### config.mk
export PLATFORM = sky130hd
export DESIGN_NAME = seq_top
export DESIGN_NICKNAME = d
export VERILOG_FILES = /design/src/hw/seq_mach_pkg.sv /design/src/hw/seq_ucode_pkg.sv /design/src/hw/spc_if.sv /design/src/hw/pc_select.sv /design/src/hw/seq_contrl.sv /design/src/hw/seq_decode.sv /design/src/hw/seq_phase.sv /design/src/hw/seq_top.sv /design/src/hw/spc_stack.sv
export SDC_FILE = /design/constraint.sdc
export NUM_CORES = 1
export LEC_CHECK = 0
export BUFFER_PORTS_ARGS = -buffer_cell sky130_fd_sc_hd__clkbuf_2
export CAP_MARGIN = 20
export CORE_UTILIZATION = 51
export CTS_BUF_LIST = sky130_fd_sc_hd__clkbuf_8
export DETAILED_ROUTE_END_ITERATION = 7
export PLACE_DENSITY = 0.81
export SYNTH_ARGS = -nofsm -noshare
export SYNTH_HDL_FRONTEND = slang
export SYNTH_SLANG_ARGS = --single-unit
### constraint.sdc
create_clock -name clk -period 4.3 [get_ports clk]
set_clock_uncertainty 0.2 [all_clocks]
set_input_delay 0.86 -clock clk [delete_from_list [all_inputs] [get_ports clk]]
set_output_delay 0.86 -clock clk [all_outputs]
set_load 0.005 [all_outputs]
### src/hw/seq_mach_pkg.sv
// Sequencer machine types
package seq_mach_pkg;

   // microprogram address, wide enough for the 16K-word control memory.
   typedef logic [13:0] pc_t;

   // next-address select, as formed by the control block.
   typedef logic [1:0] pc_sel_t;

   localparam pc_sel_t SEL_SPC = 2'd0;   // return through the stack top.
   localparam pc_sel_t SEL_IR  = 2'd1;   // jump field of the word.
   localparam pc_sel_t SEL_DPC = 2'd2;   // dispatch address.
   localparam pc_sel_t SEL_IPC = 2'd3;   // incremented pc.

   // the four phases of one microinstruction cycle.
   typedef enum logic [1:0]
   {
      PH_DECODE = 2'd0,
      PH_ALU    = 2'd1,
      PH_WRITE  = 2'd2,
      PH_FETCH  = 2'd3
   } seq_phase_t;

endpackage

### src/hw/seq_ucode_pkg.sv
// Microinstruction word format
package seq_ucode_pkg;

   // one horizontal microinstruction, as read from control memory.
   typedef logic [48:0] uinst_t;

   typedef logic [1:0] op_t;     // operation class.
   typedef logic [5:0] src_t;    // M source select.
   typedef logic [4:0] dest_t;   // functional destination select.

   // single-bit sequencing fields.
   localparam int INV_BIT  = 6;  // inverted condition sense.
   localparam int NEXT_BIT = 7;  // N, cancel the following instruction.
   localparam int CALL_BIT = 8;
   localparam int RET_BIT  = 9;
   localparam int POPJ_BIT = 42;

   // multi-bit fields, given by their low bit and width.
   localparam int FUNCT_LSB = 10;
   localparam int FUNCT_W   = 4;
   localparam int JADDR_LSB = 12;
   localparam int JADDR_W   = 14;
   localparam int DEST_LSB  = 19;
   localparam int DEST_W    = 5;
   localparam int SRC_LSB   = 32;
   localparam int SRC_W     = 6;
   localparam int OP_LSB    = 43;
   localparam int OP_W      = 2;

   // operation classes in the op field.
   localparam op_t OP_ALU      = 2'd0;
   localparam op_t OP_JUMP     = 2'd1;
   localparam op_t OP_DISPATCH = 2'd2;
   localparam op_t OP_BYTE     = 2'd3;

   // source and destination codes that touch the SPC stack.
   localparam src_t  SRC_SPC     = 6'h21;   // read the stack top.
   localparam src_t  SRC_SPC_POP = 6'h34;   // read the stack top, then pop.
   localparam dest_t DEST_SPC    = 5'h0a;   // push the M bus onto the stack.

endpackage

### src/hw/spc_if.sv
// SPC stack interface
`timescale 1ns/10ps

interface spc_if;
   import seq_mach_pkg::*;

   logic push;        // stack grows by one entry.
   logic pop;         // stack shrinks by one entry.
   logic wr_strobe;   // pointer and contents may change at this edge.
   logic rd_strobe;   // top latch loads at this edge.
   logic load_m;      // push data comes from the M bus.
   pc_t  ret_addr;    // return address for calls.
   pc_t  m_data;      // M bus data for the stack destination.
   pc_t  top;         // latched top of stack.

   modport ctl (output push, pop, wr_strobe, rd_strobe);
   modport dec (output load_m);
   modport sel (output ret_addr, input top);
   modport stk (input push, pop, wr_strobe, rd_strobe, load_m, ret_addr, m_data,
                output top);

endinterface

### src/hw/pc_select.sv
// Microprogram counter
`timescale 1ns/10ps

module pc_select
(
   input  logic                  clk,
   input  logic                  reset,
   input  seq_mach_pkg::pc_sel_t pc_sel,
   input  seq_mach_pkg::pc_t     jaddr,
   input  seq_mach_pkg::pc_t     dpc,
   input  logic                  state_fetch,
   output seq_mach_pkg::pc_t     pc,
   spc_if.sel                    spc
);
   import seq_mach_pkg::*;

   pc_t ipc;
   pc_t npc;

   assign ipc          = pc + 1'b1;
   assign spc.ret_addr = ipc;   // a call returns to the following word.

   always_comb
   begin
      case (pc_sel)
         SEL_SPC: npc = spc.top;
         SEL_IR:  npc = jaddr;
         SEL_DPC: npc = dpc;
         SEL_IPC: npc = ipc;
         default: npc = ipc;
      endcase
   end

   // the new address is taken once per instruction, at the end of fetch.
   always_ff @(posedge clk)
   begin
      if (reset)
         pc <= '0;
      else if (state_fetch)
         pc <= npc;
   end

endmodule

### src/hw/seq_contrl.sv
// PC and SPC control
`timescale 1ns/10ps

module seq_contrl
(
   input  logic                   clk,
   input  logic                   reset,
   input  seq_ucode_pkg::uinst_t  ir,
   input  logic                   irjump,
   input  logic                   irdisp,
   input  logic [3:0]             funct,
   input  logic                   srcspc,
   input  logic                   srcspcpop,
   input  logic                   destspc,
   input  logic                   jcond,
   input  logic                   trap,
   input  logic                   dn,
   input  logic                   dp,
   input  logic                   dr,
   input  logic                   state_alu,
   input  logic                   state_write,
   input  logic                   state_fetch,
   input  logic                   nop11,
   output seq_mach_pkg::pc_sel_t  pc_sel,
   output logic                   spcdrive,
   output logic                   popj,
   output logic                   n,
   output logic                   nop,
   spc_if.ctl                     spc
);
   import seq_ucode_pkg::*;

   logic inv, call, ret;
   logic jmp, dsp, dst;
   logic dfall, dispenb, ignpopj;
   logic jfalse, jcalf, jret, jretf, iwrite;
   logic jtrue, jtaken;
   logic ipopj, srcspcpopreal;
   logic spush, spop;
   logic pcs1, pcs0;
   logic iwrited;
   logic inop;

   assign inv  = ir[INV_BIT];
   assign call = ir[CALL_BIT];
   assign ret  = ir[RET_BIT];

   // a cancelled word still fetches in sequence but has no side effects.
   assign jmp = irjump & ~nop;
   assign dsp = irdisp & ~nop;
   assign dst = destspc & ~nop;

   assign dfall   = dr & dp;               // dispatch push and return together.
   assign dispenb = dsp & ~funct[2];
   assign ignpopj = dsp & ~dr;             // dispatch without return overrides popj.

   assign jfalse = jmp & inv;              // jump on inverted sense.
   assign jtrue  = jmp & ~inv;
   assign jcalf  = jfalse & call;
   assign jret   = jmp & ~call & ret;
   assign jretf  = jret & inv;
   assign iwrite = jmp & call & ret;       // microcode write.

   // the jump is taken when the condition matches the sense bit.
   assign jtaken = (jfalse & ~jcond) | (jtrue & jcond);

   assign ipopj         = ir[POPJ_BIT] & ~nop;
   assign popj          = ipopj | iwrited;   // a write delays its popj by one word.
   assign srcspcpopreal = srcspcpop & ~nop;

   assign spop = ((srcspcpopreal | popj) & ~ignpopj) |
                 (dispenb & dr & ~dp) |
                 (jret & ~inv & jcond) |
                 (jretf & ~jcond);

   assign spush = dst |
                  (jcalf & ~jcond) |
                  (dispenb & dp & ~dr) |
                  (jtrue & call & jcond);

   assign spc.push      = spush;
   assign spc.pop       = spop;
   assign spc.wr_strobe = (spush | spop) & state_write;
   // the top latch follows the stack until write ends, then holds through fetch.
   assign spc.rd_strobe = ~state_fetch;

   assign spcdrive = (srcspc | srcspcpop) & (state_alu | state_write | state_fetch);

   // select codes: 0 spc, 1 jump field, 2 dpc, 3 ipc.
   assign pcs1 = ~((popj & ~ignpopj) | jtaken | (dispenb & dr & ~dp));

   assign pcs0 = ~(popj |
                   (dispenb & ~dfall) |
                   (jretf & ~jcond) |
                   (jret & ~inv & jcond));

   assign pc_sel = {pcs1, pcs0};

   // N cancels the word that follows this one.
   assign n = trap |
              iwrited |
              (dispenb & dn) |
              (jtaken & ir[NEXT_BIT]);

   assign nop = trap | inop | nop11;

   always_ff @(posedge clk)
   begin
      if (reset)
      begin
         inop    <= 1'b0;
         iwrited <= 1'b0;
      end
      else if (state_fetch)
      begin
         inop    <= n;
         iwrited <= iwrite;
      end
   end

endmodule

### src/hw/seq_decode.sv
// Sequencing field decoder
`timescale 1ns/10ps

module seq_decode
(
   input  seq_ucode_pkg::uinst_t ir,
   output logic                  irjump,
   output logic                  irdisp,
   output logic [3:0]            funct,
   output logic                  srcspc,
   output logic                  srcspcpop,
   output logic                  destspc,
   spc_if.dec                    spc
);
   import seq_ucode_pkg::*;

   op_t   op;
   src_t  src;
   dest_t dest;
   logic  has_dest;

   assign op   = ir[OP_LSB +: OP_W];
   assign src  = ir[SRC_LSB +: SRC_W];
   assign dest = ir[DEST_LSB +: DEST_W];

   assign irjump = (op == OP_JUMP);
   assign irdisp = (op == OP_DISPATCH);
   assign funct  = ir[FUNCT_LSB +: FUNCT_W];

   // only alu and byte words carry a destination field; in jump words
   // the same bits hold part of the jump address.
   assign has_dest = (op == OP_ALU) || (op == OP_BYTE);

   assign srcspc    = (src == SRC_SPC);
   assign srcspcpop = (src == SRC_SPC_POP);
   assign destspc   = has_dest && (dest == DEST_SPC);

   assign spc.load_m = destspc;   // the stack destination pushes M data.

endmodule

### src/hw/seq_phase.sv
// Four-phase cycle sequencer
`timescale 1ns/10ps

module seq_phase
(
   input  logic                     clk,
   input  logic                     reset,
   output seq_mach_pkg::seq_phase_t phase,
   output logic                     state_alu,
   output logic                     state_write,
   output logic                     state_fetch
);
   import seq_mach_pkg::*;

   seq_phase_t phase_next;

   always_comb
   begin
      case (phase)
         PH_DECODE: phase_next = PH_ALU;
         PH_ALU:    phase_next = PH_WRITE;
         PH_WRITE:  phase_next = PH_FETCH;
         default:   phase_next = PH_DECODE;   // fetch wraps back to decode.
      endcase
   end

   always_ff @(posedge clk)
   begin
      if (reset)
         phase <= PH_DECODE;
      else
         phase <= phase_next;
   end

   assign state_alu   = (phase == PH_ALU);
   assign state_write = (phase == PH_WRITE);
   assign state_fetch = (phase == PH_FETCH);

endmodule

### src/hw/seq_top.sv
// Microcode sequencer top
`timescale 1ns/10ps

module seq_top
#(
   parameter int SPC_DEPTH_LOG2 = 5
)
(
   input  logic                      clk,
   input  logic                      reset,
   input  seq_ucode_pkg::uinst_t     ir,
   input  logic                      jcond,
   input  logic                      trap,
   input  logic                      dn,
   input  logic                      dp,
   input  logic                      dr,
   input  seq_mach_pkg::pc_t         dpc,
   input  seq_mach_pkg::pc_t         m_data,
   output seq_mach_pkg::pc_t         pc,
   output seq_mach_pkg::seq_phase_t  phase,
   output logic                      nop,
   output seq_mach_pkg::pc_t         spc_out,
   output logic                      spc_drive,
   output logic [SPC_DEPTH_LOG2-1:0] spc_ptr
);
   import seq_ucode_pkg::*;
   import seq_mach_pkg::*;

   logic       state_alu, state_write, state_fetch;
   logic       irjump, irdisp;
   logic [3:0] funct;
   logic       srcspc, srcspcpop, destspc;
   pc_sel_t    pc_sel;
   pc_t        jaddr;

   spc_if spc ();

   assign spc.m_data = m_data;
   assign spc_out    = spc.top;
   assign jaddr      = ir[JADDR_LSB +: JADDR_W];

   seq_phase u_phase (.clk(clk), .reset(reset), .phase(phase), .state_alu(state_alu),
                      .state_write(state_write), .state_fetch(state_fetch));

   seq_decode u_decode (.ir(ir), .irjump(irjump), .irdisp(irdisp), .funct(funct),
                        .srcspc(srcspc), .srcspcpop(srcspcpop), .destspc(destspc),
                        .spc(spc.dec));

   // no second nop source in this design.
   seq_contrl u_contrl (.clk(clk), .reset(reset), .ir(ir), .irjump(irjump),
                        .irdisp(irdisp), .funct(funct), .srcspc(srcspc),
                        .srcspcpop(srcspcpop), .destspc(destspc), .jcond(jcond),
                        .trap(trap), .dn(dn), .dp(dp), .dr(dr), .state_alu(state_alu),
                        .state_write(state_write), .state_fetch(state_fetch),
                        .nop11(1'b0), .pc_sel(pc_sel), .spcdrive(spc_drive),
                        .popj(), .n(), .nop(nop), .spc(spc.ctl));

   spc_stack #(.SPC_DEPTH_LOG2(SPC_DEPTH_LOG2)) u_stack (.clk(clk), .reset(reset),
                                                         .spc(spc.stk), .ptr(spc_ptr));

   pc_select u_pc (.clk(clk), .reset(reset), .pc_sel(pc_sel), .jaddr(jaddr), .dpc(dpc),
                   .state_fetch(state_fetch), .pc(pc), .spc(spc.sel));

endmodule

### src/hw/spc_stack.sv
// SPC subroutine stack
`timescale 1ns/10ps

module spc_stack
#(
   parameter int SPC_DEPTH_LOG2 = 5
)
(
   input  logic                      clk,
   input  logic                      reset,
   spc_if.stk                        spc,
   output logic [SPC_DEPTH_LOG2-1:0] ptr
);
   import seq_mach_pkg::*;

   localparam int SPC_DEPTH = 1 << SPC_DEPTH_LOG2;

   pc_t                      mem [SPC_DEPTH];
   logic [SPC_DEPTH_LOG2-1:0] ptr_inc;
   pc_t                      push_data;

   // ptr addresses the current top entry and wraps at the stack depth.
   assign ptr_inc   = ptr + 1'b1;
   assign push_data = spc.load_m ? spc.m_data : spc.ret_addr;

   always_ff @(posedge clk)
   begin
      if (reset)
      begin
         ptr <= '0;
         for (int i = 0; i < SPC_DEPTH; i++)
            mem[i] <= '0;
      end
      else if (spc.wr_strobe)
      begin
         if (spc.push && !spc.pop)
         begin
            ptr          <= ptr_inc;
            mem[ptr_inc] <= push_data;
         end
         else if (spc.push)
            mem[ptr] <= push_data;   // fall through, replace the top in place.
         else if (spc.pop)
            ptr <= ptr - 1'b1;
      end
   end

   // read port latch. At the end of write it still sees the old top,
   // so a return through the stack uses the entry before the pop.
   always_ff @(posedge clk)
   begin
      if (reset)
         spc.top <= '0;
      else if (spc.rd_strobe)
         spc.top <= mem[ptr];
   end

endmodule

==> flow_metrics.py, run 1 <==
metrics = {
    "run_status": {
        "status": "finished clean",
    },
    "setup_path": {
        "cp-start-kind": "input pin",
        "critical_path_class": "input pin to flop",
        "cp-end-kind": "flop",
        "regToRegEndpoint": "u_stack.mem[1][5]",
        "r2r_slack_ns": 0.69,
        "critPathArrivalTime_ns": 3.89,
        "r2r_start": "u_contrl.inop",
        "cp_slowest_cell": "a311oi_1",
        "path_buf_inv": 7,
        "slowest_delay_ns": 0.30,
        "worstPathCellList": "clkbuf_2 -> inv_1 -> ha_1 -> nor2b_1 -> o2bb2ai_1 -> nand2_1 -> a311oi_1 -> buf_4 -> inv_1 -> ha_1 -> buf_4 -> nor3b_1 -> a21oi_1 -> nor2_4 -> buf_4 -> nand2_2 -> nand2b_1 -> buf_4",
        "crit_top_cell": "buf_4",
        "critical-path-top-delay-family": "simple AND/OR/NAND/NOR gates",
        "required_ns": 4.40,
        "crit_fanout": 7,
        "reg2reg_depth": 13,
    },
    "synthesis": {
        "synth-xor-area-share_pct": 0.6659,
        "ys_seq_area_share_pct": 63.48,
        "syn-cell-area_mm2": 0.02236,
        "avgSynthCellArea_um2": 13.91,
        "synth_top_cell_area_share_pct": 60.17,
        "ys_ff_latch": 485,
        "synthFlopType": "edfxtp_1",
        "synth_compound_area_share_pct": 3.822,
        "synthAdderAreaFrac_pct": 0.6156,
        "syn_inst": 1607,
        "async_flop_share_pct": 0,
        "synth.distinct_cells": 67,
        "syn-num-nets": 1702,
        "synth_edf_count": 448,
        "ys.warnings.count": 0,
        "synth-simple-area-share_pct": 13.27,
        "synth_top_family_by_area": "multiplexers",
        "yosysTopAreaCell": "edfxtp_1",
        "synth.area.top_cells": "edfxtp_1, mux4_2, nor2_1",
        "synth.mux.area_fraction_pct": 14.55,
    },
    "pwr": {
        "pwr-share-comb_pct": 9.6,
        "p_sw_w": 0.002454,
        "swShare_pct": 24.53,
        "vdd.ir_drop.worst_mv": 0.2106,
        "seqPwrFrac_pct": 54.3,
        "p_leak_nw": 9.114,
        "finalPower_w": 0.01000,
        "clockPowerShare_pct": 36.1,
        "power_density_mw_per_mm2": 389.0,
        "intPower_w": 0.007548,
    },
    "timing": {
        "fin_crit_ns": 3.787,
        "setup_viol": 0,
        "max_freq_mhz": 264.0,
        "grt_setup_unrepaired": "no",
        "drv_slew": 0,
        "maxSlewHeadroom_pct": 44.31,
        "final_hold_viol_count": 0,
        "worst_pin_slew_ns": 0.8354,
        "timing.hold.ws_ns": 0.3258,
        "finalCritPeriodShare_pct": 88.08,
    },
    "routing": {
        "ant_nets": 0,
        "drc": 0,
        "wirelength_um": 56360,
        "vias_per_cell": 5.975,
        "vias": 14510,
        "initialDrtViolationCount": 1917,
        "dr.pass1.iters": 6,
        "wl_per_cell_um": 23.20,
    },
    "grt": {
        "grt_overflow": 0,
        "grt_pass1_vias": 14620,
        "grt_max_degree": 57,
        "grt_pass1_wl_um": 84980,
        "track_usage_pct": 25.61,
        "grt_antenna_before_repair": 1,
    },
    "clock_network": {
        "cts_root_buf": "clkbuf_8",
        "cts_resized": 0,
        "cts_tree": "built",
        "htreeDepth": 3,
        "hold_buffers": 0,
        "cts_buffers": 78,
        "cts_sinks": 485,
        "cts.path.max_buffers": 3,
        "clk_pin_slew_ns": 0.06,
        "insertion_delay_ns": 0.61,
        "cts_post_setup_buffers_inserted": 0,
    },
    "die": {
        "dieArea_mm2": 0.04468,
        "rows": 76,
        "die_y_um": 211.4,
        "core_mm2": 0.04317,
        "io_pins": 121,
        "start_util_pct": 51.79,
        "die-width_um": 211.4,
    },
    "placed_design": {
        "gp_congestion": 0.9631,
        "dp_hpwl_um": 36530,
        "portBuffers": 98,
    },
    "run": {
        "maxCapViolCount": 0,
    },
    "min_path": {
        "worstHoldPathCells": 2,
        "hp-start": "u_contrl.iwrited",
        "hold_class": "flop to flop",
        "min_to": "u_contrl.iwrited",
    },
    "final_layout": {
        "drive_above_1_share_pct": 28.20,
        "area_delta_synth_final_pct": 15.01,
        "antenna_cells": 0,
        "nets": 1879,
        "layout_commonest_cell": "nor2_1",
        "layout_common_cells": "nor2_1, edfxtp_1, mux4_2, buf_4, clkbuf_2",
    },
}
[logic make-up (layout without fill, tap and decap cells)]
| family | count (synthesis) | count (layout) |
|---|---|---|
| and+or+nand+nor | 662 | 662 |
| DFF | 485 | 485 |
| adders and majority gates | 11 | 11 |
| muxes | 167 | 167 |
| xor gates and xnor gates | 17 | 17 |
| AOI/OAI and AO/OA | 107 | 107 |
| buffers and inverters | 158 | 395 |
[stage by stage]
step	cells	setup WS, ns	cell area [um^2]	util [%]	TNS, ns
2_1_floorplan	1607	0.1318	22360	-	0
3_3_place_gp	2289	0.1004	24310	56.31	0
3_5_place_dp	2289	-0.02987	24310	56.31	-1.452
4_1_cts	2429	0.5836	25720	59.57	0
5_1_grt	2429	0.3188	25720	59.57	0
6_report	2429	0.5125	25720	59.57	0
[state kept, by name, summed over array words and instances (netlist names)]
register / flops
u_stack.ptr: 5
u_stack.spc.top: 14
u_phase.phase: 2
u_contrl.inop: 1
u_stack.mem: 448
u_contrl.iwrited: 1
u_pc.pc: 14
[worst max-delay path by stage]
stage,cells after the start,to,start
after floorplan,14,u_stack.mem[1][0],ir[43]
after global placement,18,u_stack.mem[29][9],ir[43]
after detailed placement,18,u_stack.mem[29][10],ir[43]
after CTS,18,u_stack.mem[20][6],ir[43]
after global routing,17,u_stack.mem[17][4],ir[43]
final,18,u_stack.mem[20][6],ir[43]
[worst register-to-register path: stages, from the launching register on]
cell       delay, ns
dfxtp_1         0.36
nor2_1          0.24
inv_1           0.16
nor4b_4         0.36
a311oi_1        0.10
buf_4           0.18
ha_1            0.22
nand4bb_1       0.23
nand2_1         0.21
mux2i_1         0.25
a32o_1          0.35
nand2_1         0.15
nand2b_1        0.15
buf_12          0.17
[cell type report]
class                           instances  area (um^2)
Inverter                               26        97.59
Clock buffer                           84         1156
Clock inverter                         56        250.2
Timing Repair Buffer                  229         1812
Tap cell                              585        732.0
Fill cell                            3272        17460
Sequential cell                       485        14200
Multi-Input combinational cell        964         7467
[routing by layer]
layer | up-vias | GRT usage, % | part of all wire [%]
met1 | 7239 | 33.44 | 37
met3 | 104 | 4.495 | 9.6
li1 | 6280 | - | -
met5 | - | 0 | 0.016
met2 | 888 | 43.53 | 50
met4 | 2 | 8.471 | 2.7
[Yosys cell counts, drive strengths merged, types with 3 or more instances]
library cell,count
o221ai,7
nor2b,6
buf,79
mux2,4
nor4,4
o21a,3
nand4b,3
nand2b,36
mux2i,37
a32o,5
and3,4
o211ai,3
a211oi,24
a21oi,15
nand3,5
a31oi,3
mux4,126
ha,11
o21ai,24
xor2,8
a221o,14
nor3,7
xnor2,9
nand4,6
nand3b,4
edfxtp,448
nand2,68
o2bb2ai,3
nor2,497
clkbuf,53
nor3b,6
or3,3
dfxtp,37
inv,26
[power by group through the flow]
stage	Sequential (W)	Combinational [W]	Clock (W)
final	0.00543	0.000958	0.00361
after global routing	0.00544	0.00101	0.00386
after CTS	0.00543	0.000948	0.00365
after detailed placement	0.00552	0.000944	0
after global placement	0.00551	0.000921	0
after floorplan	0.00547	0.000563	0
Note: power is estimated with default switching activity, not from simulation.
==> inputs of run 2 (changes only) <==
- CELL_PAD_IN_SITES_DETAIL_PLACEMENT: unset -> 2
- CELL_PAD_IN_SITES_GLOBAL_PLACEMENT: unset -> 2
- CORE_UTILIZATION: 51 -> 41
- PLACE_DENSITY: 0.81 -> 0.88
==> flow_metrics.py, run 2 (same netlist as run 1, synthesis figures left out) <==
metrics = {
    "setup_path": {
        "crit_fanout": 14,
        "cp-start-kind": "input pin",
        "critical_path_class": "input pin to flop",
        "crit_path_start": "ir[43]",
        "r2r_start": "u_contrl.inop",
        "path_buf_inv": 6,
        "reg2reg_depth": 15,
        "cp-end-kind": "flop",
        "crit_top_cell": "buf_4",
        "slowest_delay_ns": 0.34,
        "crit_cells": 18,
        "worstPathCellList": "clkbuf_2 -> inv_1 -> ha_1 -> nor2b_1 -> o2bb2ai_1 -> nand2_1 -> a311oi_1 -> buf_4 -> inv_1 -> ha_1 -> nand4bb_1 -> nand2_1 -> nor3_1 -> buf_4 -> o2bb2ai_2 -> nand2_2 -> buf_4 -> nor2_1",
        "cp_slowest_cell": "a311oi_1",
        "critical-path-top-delay-family": "simple AND/OR/NAND/NOR gates",
        "r2r_slack_ns": 0.28,
        "regToRegEndpoint": "u_stack.mem[11][11]",
        "required_ns": 4.56,
        "critPathArrivalTime_ns": 4.37,
        "cp-endpoint": "u_stack.mem[11][11]",
    },
    "die": {
        "die-width_um": 235.5,
        "start_util_pct": 41.55,
        "core_mm2": 0.05381,
        "rows": 85,
        "die_y_um": 235.5,
        "io_pins": 121,
        "dieArea_mm2": 0.05547,
    },
    "routing": {
        "ant_nets": 0,
        "wirelength_um": 81340,
        "vias_per_cell": 5.966,
        "dr.pass1.iters": 5,
        "wl_per_cell_um": 31.83,
        "initialDrtViolationCount": 1258,
        "vias": 15240,
        "drc": 0,
    },
    "clock_network": {
        "cts_resized": 0,
        "cts_buffers": 85,
        "cts_sinks": 485,
        "hold_buffers": 0,
        "cts_root_buf": "clkbuf_8",
        "clk_pin_slew_ns": 0.06,
        "cts_tree": "built",
        "htreeDepth": 3,
        "insertion_delay_ns": 0.69,
        "cts_post_setup_buffers_inserted": 0,
        "cts.path.max_buffers": 3,
    },
    "run_status": {
        "status": "finished clean",
    },
    "placed_design": {
        "gp_congestion": 0.8672,
        "dpl-instance-area_mm2": 0.02452,
        "dp_hpwl_um": 53980,
        "portBuffers": 98,
    },
    "timing": {
        "maxSlewHeadroom_pct": 37.50,
        "max_freq_mhz": 243.1,
        "setup_viol": 0,
        "worst_pin_slew_ns": 0.9376,
        "grt_setup_unrepaired": "no",
        "finalCritPeriodShare_pct": 95.66,
        "fin_crit_ns": 4.113,
        "drv_slew": 0,
        "final_hold_viol_count": 0,
    },
    "final_layout": {
        "area_delta_synth_final_pct": 16.84,
        "antenna_cells": 0,
        "nets": 1886,
        "layout_common_cells": "nor2_1, edfxtp_1, mux4_2, buf_4, clkbuf_2",
        "design_area_mm2": 0.02612,
        "reg_top3": "u_stack.mem: 448 flops, u_pc.pc: 14 flops, u_stack.spc.top: 14 flops",
        "top_register": "u_stack.mem",
        "layout_commonest_cell": "nor2_1",
        "drive_above_1_share_pct": 28.94,
        "final_util_pct": 48.54,
        "largest_register_ffs": 448,
    },
    "pwr": {
        "p_leak_nw": 9.200,
        "vdd.ir_drop.worst_mv": 0.3323,
        "power_density_mw_per_mm2": 408.7,
    },
    "grt": {
        "grt_pass1_wl_um": 118900,
        "grt_antenna_before_repair": 0,
        "grt_overflow": 0,
        "track_usage_pct": 29.72,
        "grt_max_degree": 59,
        "grt_pass1_vias": 16740,
    },
    "run": {
        "maxCapViolCount": 0,
    },
    "min_path": {
        "hold_class": "input pin to flop",
    },
}
-- run 2: cell types whose count changed in the layout (fill, tap and decap cells not counted) --
cell | previous run | this run
buf_4 | 104 | 103
buf_12 | 27 | 28
o21ai_4 | 0 | 8
clkbuf_8 | 84 | 96
clkinvlp_4 | 1 | 6
clkinv_2 | 8 | 9
inv_1 | 56 | 49
clkinv_1 | 15 | 19
o21ai_2 | 10 | 2
-- run 2: cell type report --
cell class | instances | area, um^2
repair buffers | 229 | 1824
fillers | 5083 | 27690
clock buffers | 96 | 1321
multi-input cells | 964 | 7527
inverters | 26 | 97.59
clock inverters | 59 | 281.5
flip-flops and latches | 485 | 14200
well taps | 696 | 870.8
-- run 2: per-stage QoR --
step,hold WS (ns),TNS (ns),std cells,setup WS [ns],power [W]
final,0.2662,0,2555,0.1866,0.01068
after global routing,0.2565,0,2555,0.03833,0.01097
after global placement,0.3029,-0.05163,2400,-0.007585,0.006477
after CTS,0.2148,0,2555,0.2521,0.01073
after detailed placement,0.3239,-116.92,2400,-0.3294,0.006587
after floorplan,0.2820,0,1607,0.1318,0.006035
-- run 2: power breakdown --
group	leakage (nW)	internal (W)	switching, W
sequential	4.93	0.00532	0.000137
combinational	3.37	0.000389	0.000684
clock	0.898	0.00210	0.00205
-- run 2: tightest hold or removal path, delay by kind of cell --
family	cells	cell delay [ns]
buf+inv	1	0.09
compound gates	2	0.17
-- run 2: worst min path at each step --
stage          cells past startpoint  slack, ns             start                to
2_1_floorplan                      2       0.28  u_contrl.iwrited  u_contrl.iwrited
3_3_place_gp                       2       0.30        u_pc.pc[8]        u_pc.pc[8]
3_5_place_dp                       2       0.32        u_pc.pc[8]        u_pc.pc[8]
4_1_cts                            3       0.21            ir[16]        u_pc.pc[4]
5_1_grt                            3       0.26            ir[16]        u_pc.pc[4]
6_report                           3       0.27            ir[16]        u_pc.pc[4]
-- run 2: routing by layer --
| metal | vias up | part of all wire, % | track usage (%) |
|---|---|---|---|
| li1 | 6275 | - | - |
| met1 | 8054 | 38 | 36.13 |
| met2 | 725 | 51 | 51.86 |
| met3 | 190 | 6.5 | 5.230 |
| met4 | 0 | 4.5 | 12.95 |
| met5 | - | 0 | 0 |
